==> config.mk <==
export PLATFORM = sky130hd
export DESIGN_NAME = sched_table_ram
export DESIGN_NICKNAME = d
export VERILOG_FILES = /design/src/common/sched_pkg.sv /design/src/scheduler/sched_table_ram.sv
export SDC_FILE = /design/constraint.sdc
export NUM_CORES = 1
export LEC_CHECK = 0
export BUFFER_PORTS_ARGS = -buffer_cell sky130_fd_sc_hd__buf_2
export CAP_MARGIN = 20
export CORE_ASPECT_RATIO = 1.2
export CORE_MARGIN = 1.5
export CORE_UTILIZATION = 30
export DETAILED_ROUTE_END_ITERATION = 12
export PLACE_DENSITY = 0.57
export SKIP_CTS_REPAIR_TIMING = 1
export SLEW_MARGIN = 40
export SYNTH_ARGS = -nofsm -noshare
export SYNTH_HDL_FRONTEND = slang
export SYNTH_SLANG_ARGS = --single-unit
==> constraint.sdc <==
create_clock -name clk -period 7.8 [get_ports clk]
set_clock_uncertainty 0.2 [all_clocks]
set_input_delay 0.78 -clock clk [delete_from_list [all_inputs] [get_ports clk]]
set_output_delay 0.78 -clock clk [all_outputs]
set_load 0.02 [all_outputs]
==> src/common/sched_pkg.sv <==
/* Shared layout for the accelerator scheduler. Ids and counts travel as 8 bits,
   so MAX_ACCS and MAX_ACC_TYPES must both stay at or below 256 */
`default_nettype none

package sched_pkg;

  // ~~~~~~~~~~~~~~~~~~~~~~~~~~~~~~~~~~~~~~~~~~~~~~~~~~~
  // Bitinfo layout
  // ~~~~~~~~~~~~~~~~~~~~~~~~~~~~~~~~~~~~~~~~~~~~~~~~~~~
  localparam int task_type_bits       = 40;
  localparam int words_per_acc_type   = 11;
  localparam int xtasks_config_offset = 22;                // First type record
  localparam logic [31:0] bitinfo_end_word = 32'hFFFF_FFFF;

  localparam int w0_type_lsb = 16;     // Word0 [31:16] carries type [15:0]
  localparam int w1_type_msb = 23;     // Word1 [23:0] carries type [39:16]

  localparam int id_bits = 8;

  // Words needed to hold the header plus every type record
  function automatic int bitinfo_depth(input int max_types);
    return xtasks_config_offset + words_per_acc_type * max_types;
  endfunction

  typedef struct packed {
    logic [task_type_bits-1:0] task_type;
    logic [id_bits-1:0]        acc_id;     // First id of this type
    logic [id_bits-1:0]        count_m1;   // Instances minus one
  } sched_entry_t;

  // ~~~~~~~~~~~~~~~~~~~~~~~~~~~~~~~~~~~~~~~~~~~~~~~~~~~
  // Register map, byte offsets
  // ~~~~~~~~~~~~~~~~~~~~~~~~~~~~~~~~~~~~~~~~~~~~~~~~~~~
  localparam logic [3:0] reg_type_lo   = 4'h0;
  localparam logic [3:0] reg_type_hi   = 4'h4;   // Write launches a lookup
  localparam logic [3:0] reg_result    = 4'h8;
  localparam logic [3:0] reg_num_types = 4'hC;

  localparam int res_busy_bit  = 31;
  localparam int res_found_bit = 30;
  localparam int res_ready_bit = 29;

  typedef struct packed {
    logic [31:0] awaddr;
    logic        awvalid;
    logic [31:0] wdata;
    logic [3:0]  wstrb;
    logic        wvalid;
    logic        bready;
    logic [31:0] araddr;
    logic        arvalid;
    logic        rready;
  } axil_req_t;

  typedef struct packed {
    logic        awready;
    logic        wready;
    logic        bvalid;
    logic [1:0]  bresp;
    logic        arready;
    logic        rvalid;
    logic [31:0] rdata;
    logic [1:0]  rresp;
  } axil_rsp_t;

endpackage

`default_nettype wire
==> src/scheduler/sched_table_ram.sv <==
/* Scheduling table, one entry per accelerator type.
   Port B read data appears one cycle after the address */
`default_nettype none

module sched_table_ram #(
  parameter int MAX_ACC_TYPES = 16,
  localparam int tbl_bits = $clog2(MAX_ACC_TYPES)
) (
  input  logic                    clk,
  input  logic                    tbl_a_en,
  input  logic [tbl_bits-1:0]     tbl_a_addr,
  input  sched_pkg::sched_entry_t tbl_a_din,
  input  logic [tbl_bits-1:0]     tbl_b_addr,
  output sched_pkg::sched_entry_t tbl_b_dout
);

  sched_pkg::sched_entry_t mem [MAX_ACC_TYPES];

  always_ff @(posedge clk) begin
    if (tbl_a_en) begin
      mem[tbl_a_addr] <= tbl_a_din;
    end
  end

  always_ff @(posedge clk) begin
    tbl_b_dout <= mem[tbl_b_addr];
  end

endmodule

`default_nettype wire

==> flow_summary.json, run 1 <==
{
  "run_status": "finished clean",
  "rr_endpoint": "tbl_b_dout[30]",
  "final_common_cell": "edfxtp_1",
  "num_vias": 15500,
  "switching_power_uw": 2270,
  "worst-setup-path-type": "primary input to flip-flop",
  "reg2reg_from": "mem[3][30]",
  "cp_cell_sequence": "buf_8 > buf_12 > buf_16 > buf_16 > mux4_2 > a22oi_1 > nand2_1",
  "area_delta_synth_final_pct": 17.1,
  "endpoint": "tbl_b_dout[49]",
  "cp-startpoint": "tbl_b_addr[1]",
  "drt_iter0_markers": 1468,
  "crit_cells": 7,
  "wirelength_mm": 79.8,
  "period_share_pct": 35.2,
  "min_period_ns": 2.75,
  "cp_max_fo": 87,
  "grt_pass1_vias": 16700,
  "gp_congestion": 0.684,
  "ant_nets": 0,
  "worst-slew-pin-transition_ns": 0.847,
  "clock-sinks": 952,
  "ys_ff_latch": 952,
  "die_w_um": 313,
  "ios": 122,
  "crit_buf_inv": 4,
  "top_layer_used": "met5",
  "worstPathArrival_ns": 3.07,
  "start_util_pct": 30.3,
  "ys.warnings.count": 0,
  "slew_viol_final": 0,
  "syn_avg_cell_area_um2": 24.0,
  "antenna_found_initial": 21,
  "p_seq_share_pct": 53.1,
  "drive_gt1_share_pct": 31.9,
  "setup-tns-final_ns": 0,
  "reg2reg_slack_ns": 6.19,
  "p_int_uw": 8580,
  "p_per_area_nw_per_um2": 267,
  "vdd_ir_drop_max_mv": 0.175,
  "cts_made_buffers": 91,
  "syn_inst": 1445,
  "placedCellCount": 3048,
  "cts_htree_levels": 3,
  "final_cells": 3227,
  "hpwl_mm": 42.1,
  "hold_class": "primary input to flip-flop",
  "io_buffers": 121,
  "final_util_pct": 35.5,
  "dr.pass1.iters": 5,
  "dr_wl_met3_mm": 3.74,
  "cts_buffer_depth": 3,
  "hold_viol_final": 0,
  "die_y_um": 375,
  "ff2ff_path_depth": 3,
  "wl_met1_mm": 32.3,
  "die_area_um2": 118000,
  "final_cell_mix": "896 x edfxtp_1, 224 x mux4_2, 119 x buf_2, 112 x a22oi_1, 93 x clkbuf_16",
  "ys_types": 17,
  "crit_top_cell": "buf_16",
  "swShare_pct": 20.9,
  "core_area_um2": 115000,
  "clk-insertion-delay-late_ns": 0.66,
  "max-cap-violations": 0,
  "crit_family": "buffers and inverters",
  "rows": 136,
  "syn-cell-area_um2": 34700,
  "cp_slowest_cell": "buf_8",
  "end_kind": "flip-flop",
  "start_kind": "primary input",
  "overflow": 0,
  "min_from": "tbl_a_din[45]",
  "cts_root_buf": "clkbuf_16",
  "cp_slowest_stage_delay_ns": 0.51,
  "synth_nets": 1511,
  "wl_met2_mm": 41.8,
  "maxSlewHeadroom_pct": 43.5,
  "routed_via_density": 4.81,
  "p_leak_uw": 0.0128,
  "grt_pass1_wl_mm": 117,
  "ys_seq_area_share_pct": 80.8,
  "setup_viol": 0,
  "final_nets": 1695,
  "grt_use_total_pct": 13.6,
  "clkPwrFrac_pct": 42.0,
  "rsz0062_at_grt": "false",
  "wl_per_cell_um": 24.7,
  "route.detailed.drc": 0,
  "cts.clk_slew.worst_paths_ns": 0.06,
  "p_comb_share_pct": 4.9,
  "cts_tree": "built",
  "max_freq_mhz": 364,
  "cp.required_ns": 8.12,
  "grt_start_max_net_pins": 91
}
[final cells by class]
cell class	count	area, um2
Fill cell	10400	73900
Sequential cell	952	28000
Multi-Input combinational cell	419	6360
Clock buffer	121	2490
Tap cell	1518	1900
Timing Repair Buffer	165	1190
Clock inverter	49	618
Antenna cell	3	7.51
[layer usage]
| metal | track usage [%] | up-vias |
|---|---|---|
| li1 | - | 6552 |
| met1 | 17.1 | 8409 |
| met2 | 23.9 | 404 |
| met3 | 2.20 | 130 |
| met4 | 4.31 | 12 |
| met5 | 0 | - |
[metrics by stage]
stage	power [uW]	worst slack [ns]	hold WS [ns]	area, um2
final	10900	5.05	0.290	40600
after global routing	11200	4.93	0.276	40600
after CTS	11000	4.88	0.246	40500
after detailed placement	6420	4.19	0.459	37300
after global placement	6400	4.18	0.453	37200
after floorplan	6170	1.95	0.435	34700
[sequential cells by signal (all words and copies together) (netlist names)]
signal	count
tbl_b_dout	56
mem	896
[kinds of logic (layout without fill, tap and decap cells)]
| family | after synthesis | in the layout | share of synthesized area, % |
|---|---|---|---|
| AND/OR/NAND/NOR | 83 | 83 | 0.989 |
| multiplexers | 224 | 224 | 14.5 |
| buffers and inverters | 74 | 335 | 1.22 |
| flip-flops | 952 | 952 | 80.8 |
| other | 0 | 3 | 0 |
| AO/OA/AOI/OAI | 112 | 112 | 2.42 |
[worst min path at each step]
stage                     cells past startpoint       endpoint  slack [ns]
after floorplan                               3  tbl_b_dout[0]        0.43
after global routing                          1    mem[14][44]        0.28
final                                         1    mem[11][45]        0.29
after global placement                        3  tbl_b_dout[2]        0.45
after detailed placement                      3  tbl_b_dout[4]        0.46
after CTS                                     1    mem[14][44]        0.25
[worst register-to-register path, stage by stage (launching register included)]
cell and delay [ns]:
edfxtp_1 0.37, mux4_2 0.47, a22oi_1 0.23, nand2_1 0.18
[power groups by stage]
stage / clock, uW / combinational (uW) / sequential (uW)
6_report: 4560 / 533 / 5760
3_3_place_gp: 0 / 526 / 5870
4_1_cts: 4670 / 542 / 5770
2_1_floorplan: 0 / 274 / 5900
5_1_grt: 4850 / 575 / 5770
3_5_place_dp: 0 / 541 / 5880
[cell usage after synthesis]
library cell / number / share of area (%)
nand2_1: 57 / 0.62
nand3b_1: 2 / 0.043
or3b_2: 1 / 0.025
clkbuf_1: 43 / 0.47
nor2b_1: 2 / 0.036
nand2b_1: 2 / 0.036
nor3_1: 4 / 0.058
and2_1: 1 / 0.018
mux4_2: 224 / 15
edfxtp_1: 896 / 78
dfxtp_1: 56 / 3.2
nor2_1: 13 / 0.14
buf_6: 15 / 0.49
a22oi_1: 112 / 2.4
nand3_1: 1 / 0.014
buf_4: 5 / 0.11
buf_2: 11 / 0.16
(Power assumes the default switching activity.)
==> run 2: changes to the inputs <==
PLACE_DENSITY = 0.58   (was 0.57)
clock period = 2.37 ns   (was 7.8 ns; I/O delays follow)
==> run 2 against run 1 <==
Utilization increased by 1.1 points; via count up 2.6%; sequential power increased to 3.3 times the previous value; largest power group unchanged; worst setup slack worse by 4.7 ns; cell count increased by 2.7%; register-to-register slack got worse by 5.5 ns; total power grew to 3.3 times the previous value.
==> flow_summary.json, run 2 (same netlist as run 1, synthesis figures left out) <==
{
  "final_nets": 1784,
  "total_power_uw": 35700,
  "worst-slew-pin-transition_ns": 0.549,
  "dpl_cell_area_um2": 38200,
  "dr.pass1.iters": 5,
  "hpwl_mm": 44.5,
  "route.detailed.drc": 0,
  "p_per_area_nw_per_um2": 852,
  "min_to": "tbl_b_dout[35]",
  "antenna_found_initial": 9,
  "min_path_cells": 4,
  "p_leak_uw": 0.0133,
  "cts.clk_slew.worst_paths_ns": 0.06,
  "drive_gt1_share_pct": 32.1,
  "setup_viol": 0,
  "cp_max_fo": 32,
  "top_register": "mem",
  "io_buffers": 121,
  "wl_per_cell_um": 24.6,
  "maxSlewHeadroom_pct": 63.4,
  "die_y_um": 375,
  "grt_pass1_wl_mm": 119,
  "cts_tree": "built",
  "final_cell_mix": "896 x edfxtp_1, 224 x mux4_2, 119 x buf_2, 112 x a22oi_1, 93 x clkbuf_16",
  "wirelength_mm": 81.4,
  "die_area_um2": 118000,
  "reg2reg_from": "mem[8][34]",
  "cp_slowest_stage_delay_ns": 0.56,
  "hold_class": "primary input to flip-flop",
  "cp_cell_sequence": "dlygate4sd3_1 > buf_8 > buf_12 > buf_4 > mux4_2 > a22oi_1 > nand2_1",
  "cp_slowest_cell": "dlygate4sd3_1",
  "largest_register_ffs": 896,
  "drt_iter0_markers": 1293,
  "cts_buffer_depth": 3,
  "clock-sinks": 952,
  "max_freq_mhz": 500,
  "die_w_um": 313,
  "ant_nets": 0,
  "rsz0062_at_grt": "false",
  "ios": 122,
  "grt_pass1_vias": 17000,
  "top_regs": "mem x896, tbl_b_dout x56",
  "worst-setup-path-type": "primary input to flip-flop",
  "max-cap-violations": 0,
  "worstPathArrival_ns": 2.31,
  "routed_via_density": 4.80,
  "seq_area_um2": 28000,
  "rr_endpoint": "tbl_b_dout[34]",
  "dpl_worst_slack_ns": 0.214,
  "gp_congestion": 0.722,
  "end_kind": "flip-flop",
  "clk-insertion-delay-late_ns": 0.65,
  "reg2reg_slack_ns": 0.74,
  "area_delta_synth_final_pct": 20.7,
  "cts_root_buf": "clkbuf_16",
  "nFillCells": 10300,
  "slew_viol_final": 0,
  "num_vias": 15900,
  "run_status": "finished clean",
  "grt_use_total_pct": 13.9,
  "cp.required_ns": 2.68,
  "multi_input_area_um2": 6400,
  "overflow": 0,
  "min_period_ns": 2.00,
  "cts_htree_levels": 3,
  "core_area_um2": 115000,
  "period_share_pct": 84.4,
  "final_common_cell": "edfxtp_1",
  "min_from": "tbl_b_addr[0]",
  "hold_viol_final": 0,
  "rows": 136,
  "grt_start_max_net_pins": 43,
  "fin_area_um2": 41800,
  "holdWs_ns": 0.0578,
  "cts_made_buffers": 92,
  "start_util_pct": 30.3,
  "ff2ff_path_depth": 3,
  "start_kind": "primary input",
  "vdd_ir_drop_max_mv": 0.541,
  "fin_ws_ns": 0.370
}
-- run 2: area by class of cell --
cell class | instances | area share, %
tap | 1518 | 4.54
multi-input combinational | 419 | 15.3
timing repair buffer | 253 | 5.85
clock inverter | 28 | 0.960
sequential | 952 | 67.0
antenna | 2 | 0.0120
clock buffer | 141 | 6.35
-- run 2: worst max-delay path by stage --
| stage | startpoint | end |
|---|---|---|
| 3_3_place_gp | tbl_b_addr[0] | tbl_b_dout[52] |
| 3_5_place_dp | tbl_b_addr[0] | tbl_b_dout[16] |
| 4_1_cts | tbl_b_dout[55] | tbl_b_dout[55] |
| 5_1_grt | tbl_b_addr[1] | tbl_b_dout[4] |
| 2_1_floorplan | tbl_a_addr[2] | mem[1][0] |
| 6_report | tbl_b_addr[1] | tbl_b_dout[4] |
-- run 2: stage by stage --
stage | util, % | std cells | TNS, ns
final | 36.5 | 3313 | 0
after global routing | 36.5 | 3313 | 0
after CTS | 36.0 | 3254 | 0
after detailed placement | 33.4 | 3085 | 0
after global placement | 33.4 | 3085 | 0
after floorplan | - | 1445 | -116.20
-- run 2: power breakdown --
| group | switching (uW) | internal, uW |
|---|---|---|
| Clock | 6110 | 8630 |
| Sequential | 145 | 18800 |
| Combinational | 1140 | 820 |
-- run 2: critical path, delay by kind of cell --
family / cells / cell delay [ns]
buffers and inverters: 4 / 1.33
and+or+nand+nor: 1 / 0.15
muxes: 1 / 0.30
AOI/OAI and AO/OA: 1 / 0.24
-- run 2: metal layers --
metal	GRT usage, %	share of wire [%]	routed length [um]
met4	4.27	2.2	1760
met3	2.56	5.0	4070
met5	0	0.072	59
met2	23.4	51	41300
met1	18.1	42	34200
==> run 3: changes to the inputs <==
ABC_AREA = 1   (was not set)
PLACE_DENSITY = 0.56   (was 0.58)
clock period = 2.1 ns   (was 2.37 ns; I/O delays follow)
==> run 3 against run 2 <==
The flow now finishes with violations (negative hold slack); total power increased by 16%; synthesized cell count rose to 2.6 times the previous value; hold slack got worse by 0.067 ns; sequential share of layout area shrank 7.5 points; clock power increased by 16%; highest routed layer unchanged.
==> flow_summary.json, run 3 <==
{
  "min_to": "mem[15][9]",
  "setup_viol": 0,
  "async_flop_share_pct": 0,
  "total_power_uw": 41500,
  "cts_buffer_depth": 3,
  "synthFlopType": "edfxtp_1",
  "use_met2_pct": 26.7,
  "die_area_um2": 135000,
  "vdd_ir_drop_max_mv": 0.588,
  "syn-cell-area_um2": 39700,
  "cts_root_buf": "clkbuf_16",
  "ys_types": 15,
  "reg2reg_from": "mem[13][45]",
  "largest_register_ffs": 896,
  "top_register": "mem",
  "drt_iter0_markers": 2095,
  "die_y_um": 402,
  "synth_edf_count": 896,
  "placedCellCount": 5535,
  "routed_via_density": 4.46,
  "worst-setup-path-type": "primary input to flip-flop",
  "syn_avg_cell_area_um2": 10.8,
  "reg2reg_slack_ns": 0.75,
  "clock-sinks": 952,
  "final_nets": 3988,
  "min_path_cells": 4,
  "start_util_pct": 30.2,
  "dr.pass1.iters": 5,
  "area_delta_synth_final_pct": 18.7,
  "ys.warnings.count": 0,
  "top_regs": "mem x896, tbl_b_dout x56",
  "cts_tree": "built",
  "rr_endpoint": "tbl_b_dout[45]",
  "p_seq_share_pct": 51.6,
  "final_cells": 5779,
  "ios": 122,
  "gr-usage-met1_pct": 20.4,
  "period_share_pct": 96.7,
  "io_buffers": 121,
  "final_cell_mix": "1,181 x nand2_1, 896 x edfxtp_1, 674 x inv_1, 673 x nand3_1, 117 x buf_2",
  "p_int_uw": 32000,
  "ys_seq_area_share_pct": 70.6,
  "clkPwrFrac_pct": 41.3,
  "overflow": 0,
  "synth.most_common_cell": "nand2_1",
  "maxSlewHeadroom_pct": 67.6,
  "grt_pass1_vias": 25300,
  "swShare_pct": 23.0,
  "worst-slew-pin-transition_ns": 0.486,
  "min_from": "tbl_a_en",
  "clk-insertion-delay-late_ns": 0.69,
  "cts_htree_levels": 3,
  "cp.required_ns": 2.24,
  "wirelength_mm": 105,
  "met3_usage_pct": 2.39,
  "max_freq_mhz": 492,
  "synth_top_area_share_pct": 67.7,
  "rsz0062_at_grt": "false",
  "cp_max_fo": 46,
  "start_kind": "primary input",
  "antenna_found_initial": 6,
  "worstPathArrival_ns": 2.17,
  "cts.clk_slew.worst_paths_ns": 0.06,
  "grt_use_total_pct": 15.6,
  "diodes": 0,
  "ff2ff_path_depth": 6,
  "max-cap-violations": 0,
  "failed_checks": "negative hold slack",
  "p_per_area_nw_per_um2": 880,
  "p_comb_share_pct": 7.1,
  "grt_start_max_net_pins": 70,
  "fin_ws_ns": 0.0694,
  "setup-tns-final_ns": 0,
  "hold_viol_final": 3,
  "hpwl_mm": 63.6,
  "core_area_um2": 132000,
  "syn_inst": 3688,
  "cts_made_buffers": 98,
  "yosysTopAreaCell": "edfxtp_1",
  "ys_top_cells_by_area": "edfxtp_1 68%, nand2_1 11%, nand3_1 8.5%",
  "holdWs_ns": -0.00908,
  "yosys-top-cells-count": "1,181 x nand2_1, 896 x edfxtp_1, 676 x inv_1",
  "route.detailed.drc": 0,
  "rows": 146,
  "die_w_um": 335,
  "dpl_worst_slack_ns": 0.245,
  "switching_power_uw": 9530,
  "final_common_cell": "nand2_1",
  "grt.busiest_layer": "met2",
  "wl_per_cell_um": 18.2,
  "ys_ff_latch": 952,
  "gp_congestion": 0.788,
  "end_kind": "flip-flop",
  "num_vias": 25800,
  "ant_nets": 0,
  "drive_gt1_share_pct": 10.4,
  "hold_class": "primary input to flip-flop",
  "p_leak_uw": 0.0197,
  "grt_pass1_wl_mm": 159,
  "run_status": "complete, but fails checks",
  "synth_nets": 3754,
  "min_period_ns": 2.03,
  "slew_viol_final": 0
}
-- run 3: cell types whose count changed after synthesis, moves of 26 or more --
cell	delta
nand2_1	+1124
a22oi_1	-112
buf_2	+72
nand3_1	+672
mux4_2	-224
buf_6	+34
clkbuf_1	-26
inv_1	+676
-- run 3: cell families (layout without fill, tap and decap cells) --
| kind of cell | after synthesis | after routing | synth area share [%] |
|---|---|---|---|
| flops | 952 | 952 | 70.6 |
| buf+inv | 863 | 1178 | 9.59 |
| simple gates | 1873 | 1873 | 19.8 |
-- run 3: how the worst max path moves through the flow --
stage | start | to | slack (ns) | cells after the start
3_5_place_dp | tbl_b_addr[0] | tbl_b_dout[24] | 0.24 | 9
5_1_grt | tbl_a_addr[2] | mem[5][37] | 0.0002 | 7
6_report | tbl_a_addr[2] | mem[5][37] | 0.07 | 7
3_3_place_gp | tbl_b_addr[0] | tbl_b_dout[53] | 0.25 | 9
2_1_floorplan | tbl_a_addr[2] | mem[10][0] | -0.47 | 2
4_1_cts | tbl_b_dout[16] | tbl_b_dout[16] | 0.22 | 1
-- run 3: per-stage QoR --
| step | cell area (um2) | util [%] |
|---|---|---|
| 2_1_floorplan | 39800 | - |
| 3_3_place_gp | 43300 | 32.9 |
| 3_5_place_dp | 43300 | 32.9 |
| 4_1_cts | 46500 | 35.3 |
| 5_1_grt | 47100 | 35.8 |
| 6_report | 47100 | 35.8 |
-- run 3: critical path: stages --
cell,delay [ns]
dlygate4sd3_1,0.53
buf_2,0.13
nand3b_1,0.07
dlygate4sd3_1,0.56
buf_4,0.18
nor2_4,0.13
buf_12,0.32
-- run 3: power by group through the flow --
| stage | logic [uW] | registers (uW) | clock network [uW] |
|---|---|---|---|
| after detailed placement | 2900 | 21800 | 0 |
| after floorplan | 1450 | 21900 | 0 |
| after CTS | 2910 | 21400 | 17600 |
| final | 2940 | 21400 | 17100 |
| after global placement | 2880 | 21800 | 0 |
| after global routing | 3250 | 21400 | 18200 |
-- run 3: layer usage --
layer / wire, um / vias to the layer above
li1: - / 12400
met4: 2000 / 6
met2: 52400 / 613
met5: 35 / -
met3: 4930 / 143
met1: 46100 / 12600
-- run 3: layout make-up --
class | instances | area (um2)
Timing Repair Buffer | 319 | 3150
Clock inverter | 38 | 348
Fill cell | 13000 | 84600
Clock buffer | 143 | 2820
Inverter | 678 | 2580
Sequential cell | 952 | 28000
Multi-Input combinational cell | 1873 | 8000
Tap cell | 1776 | 2220
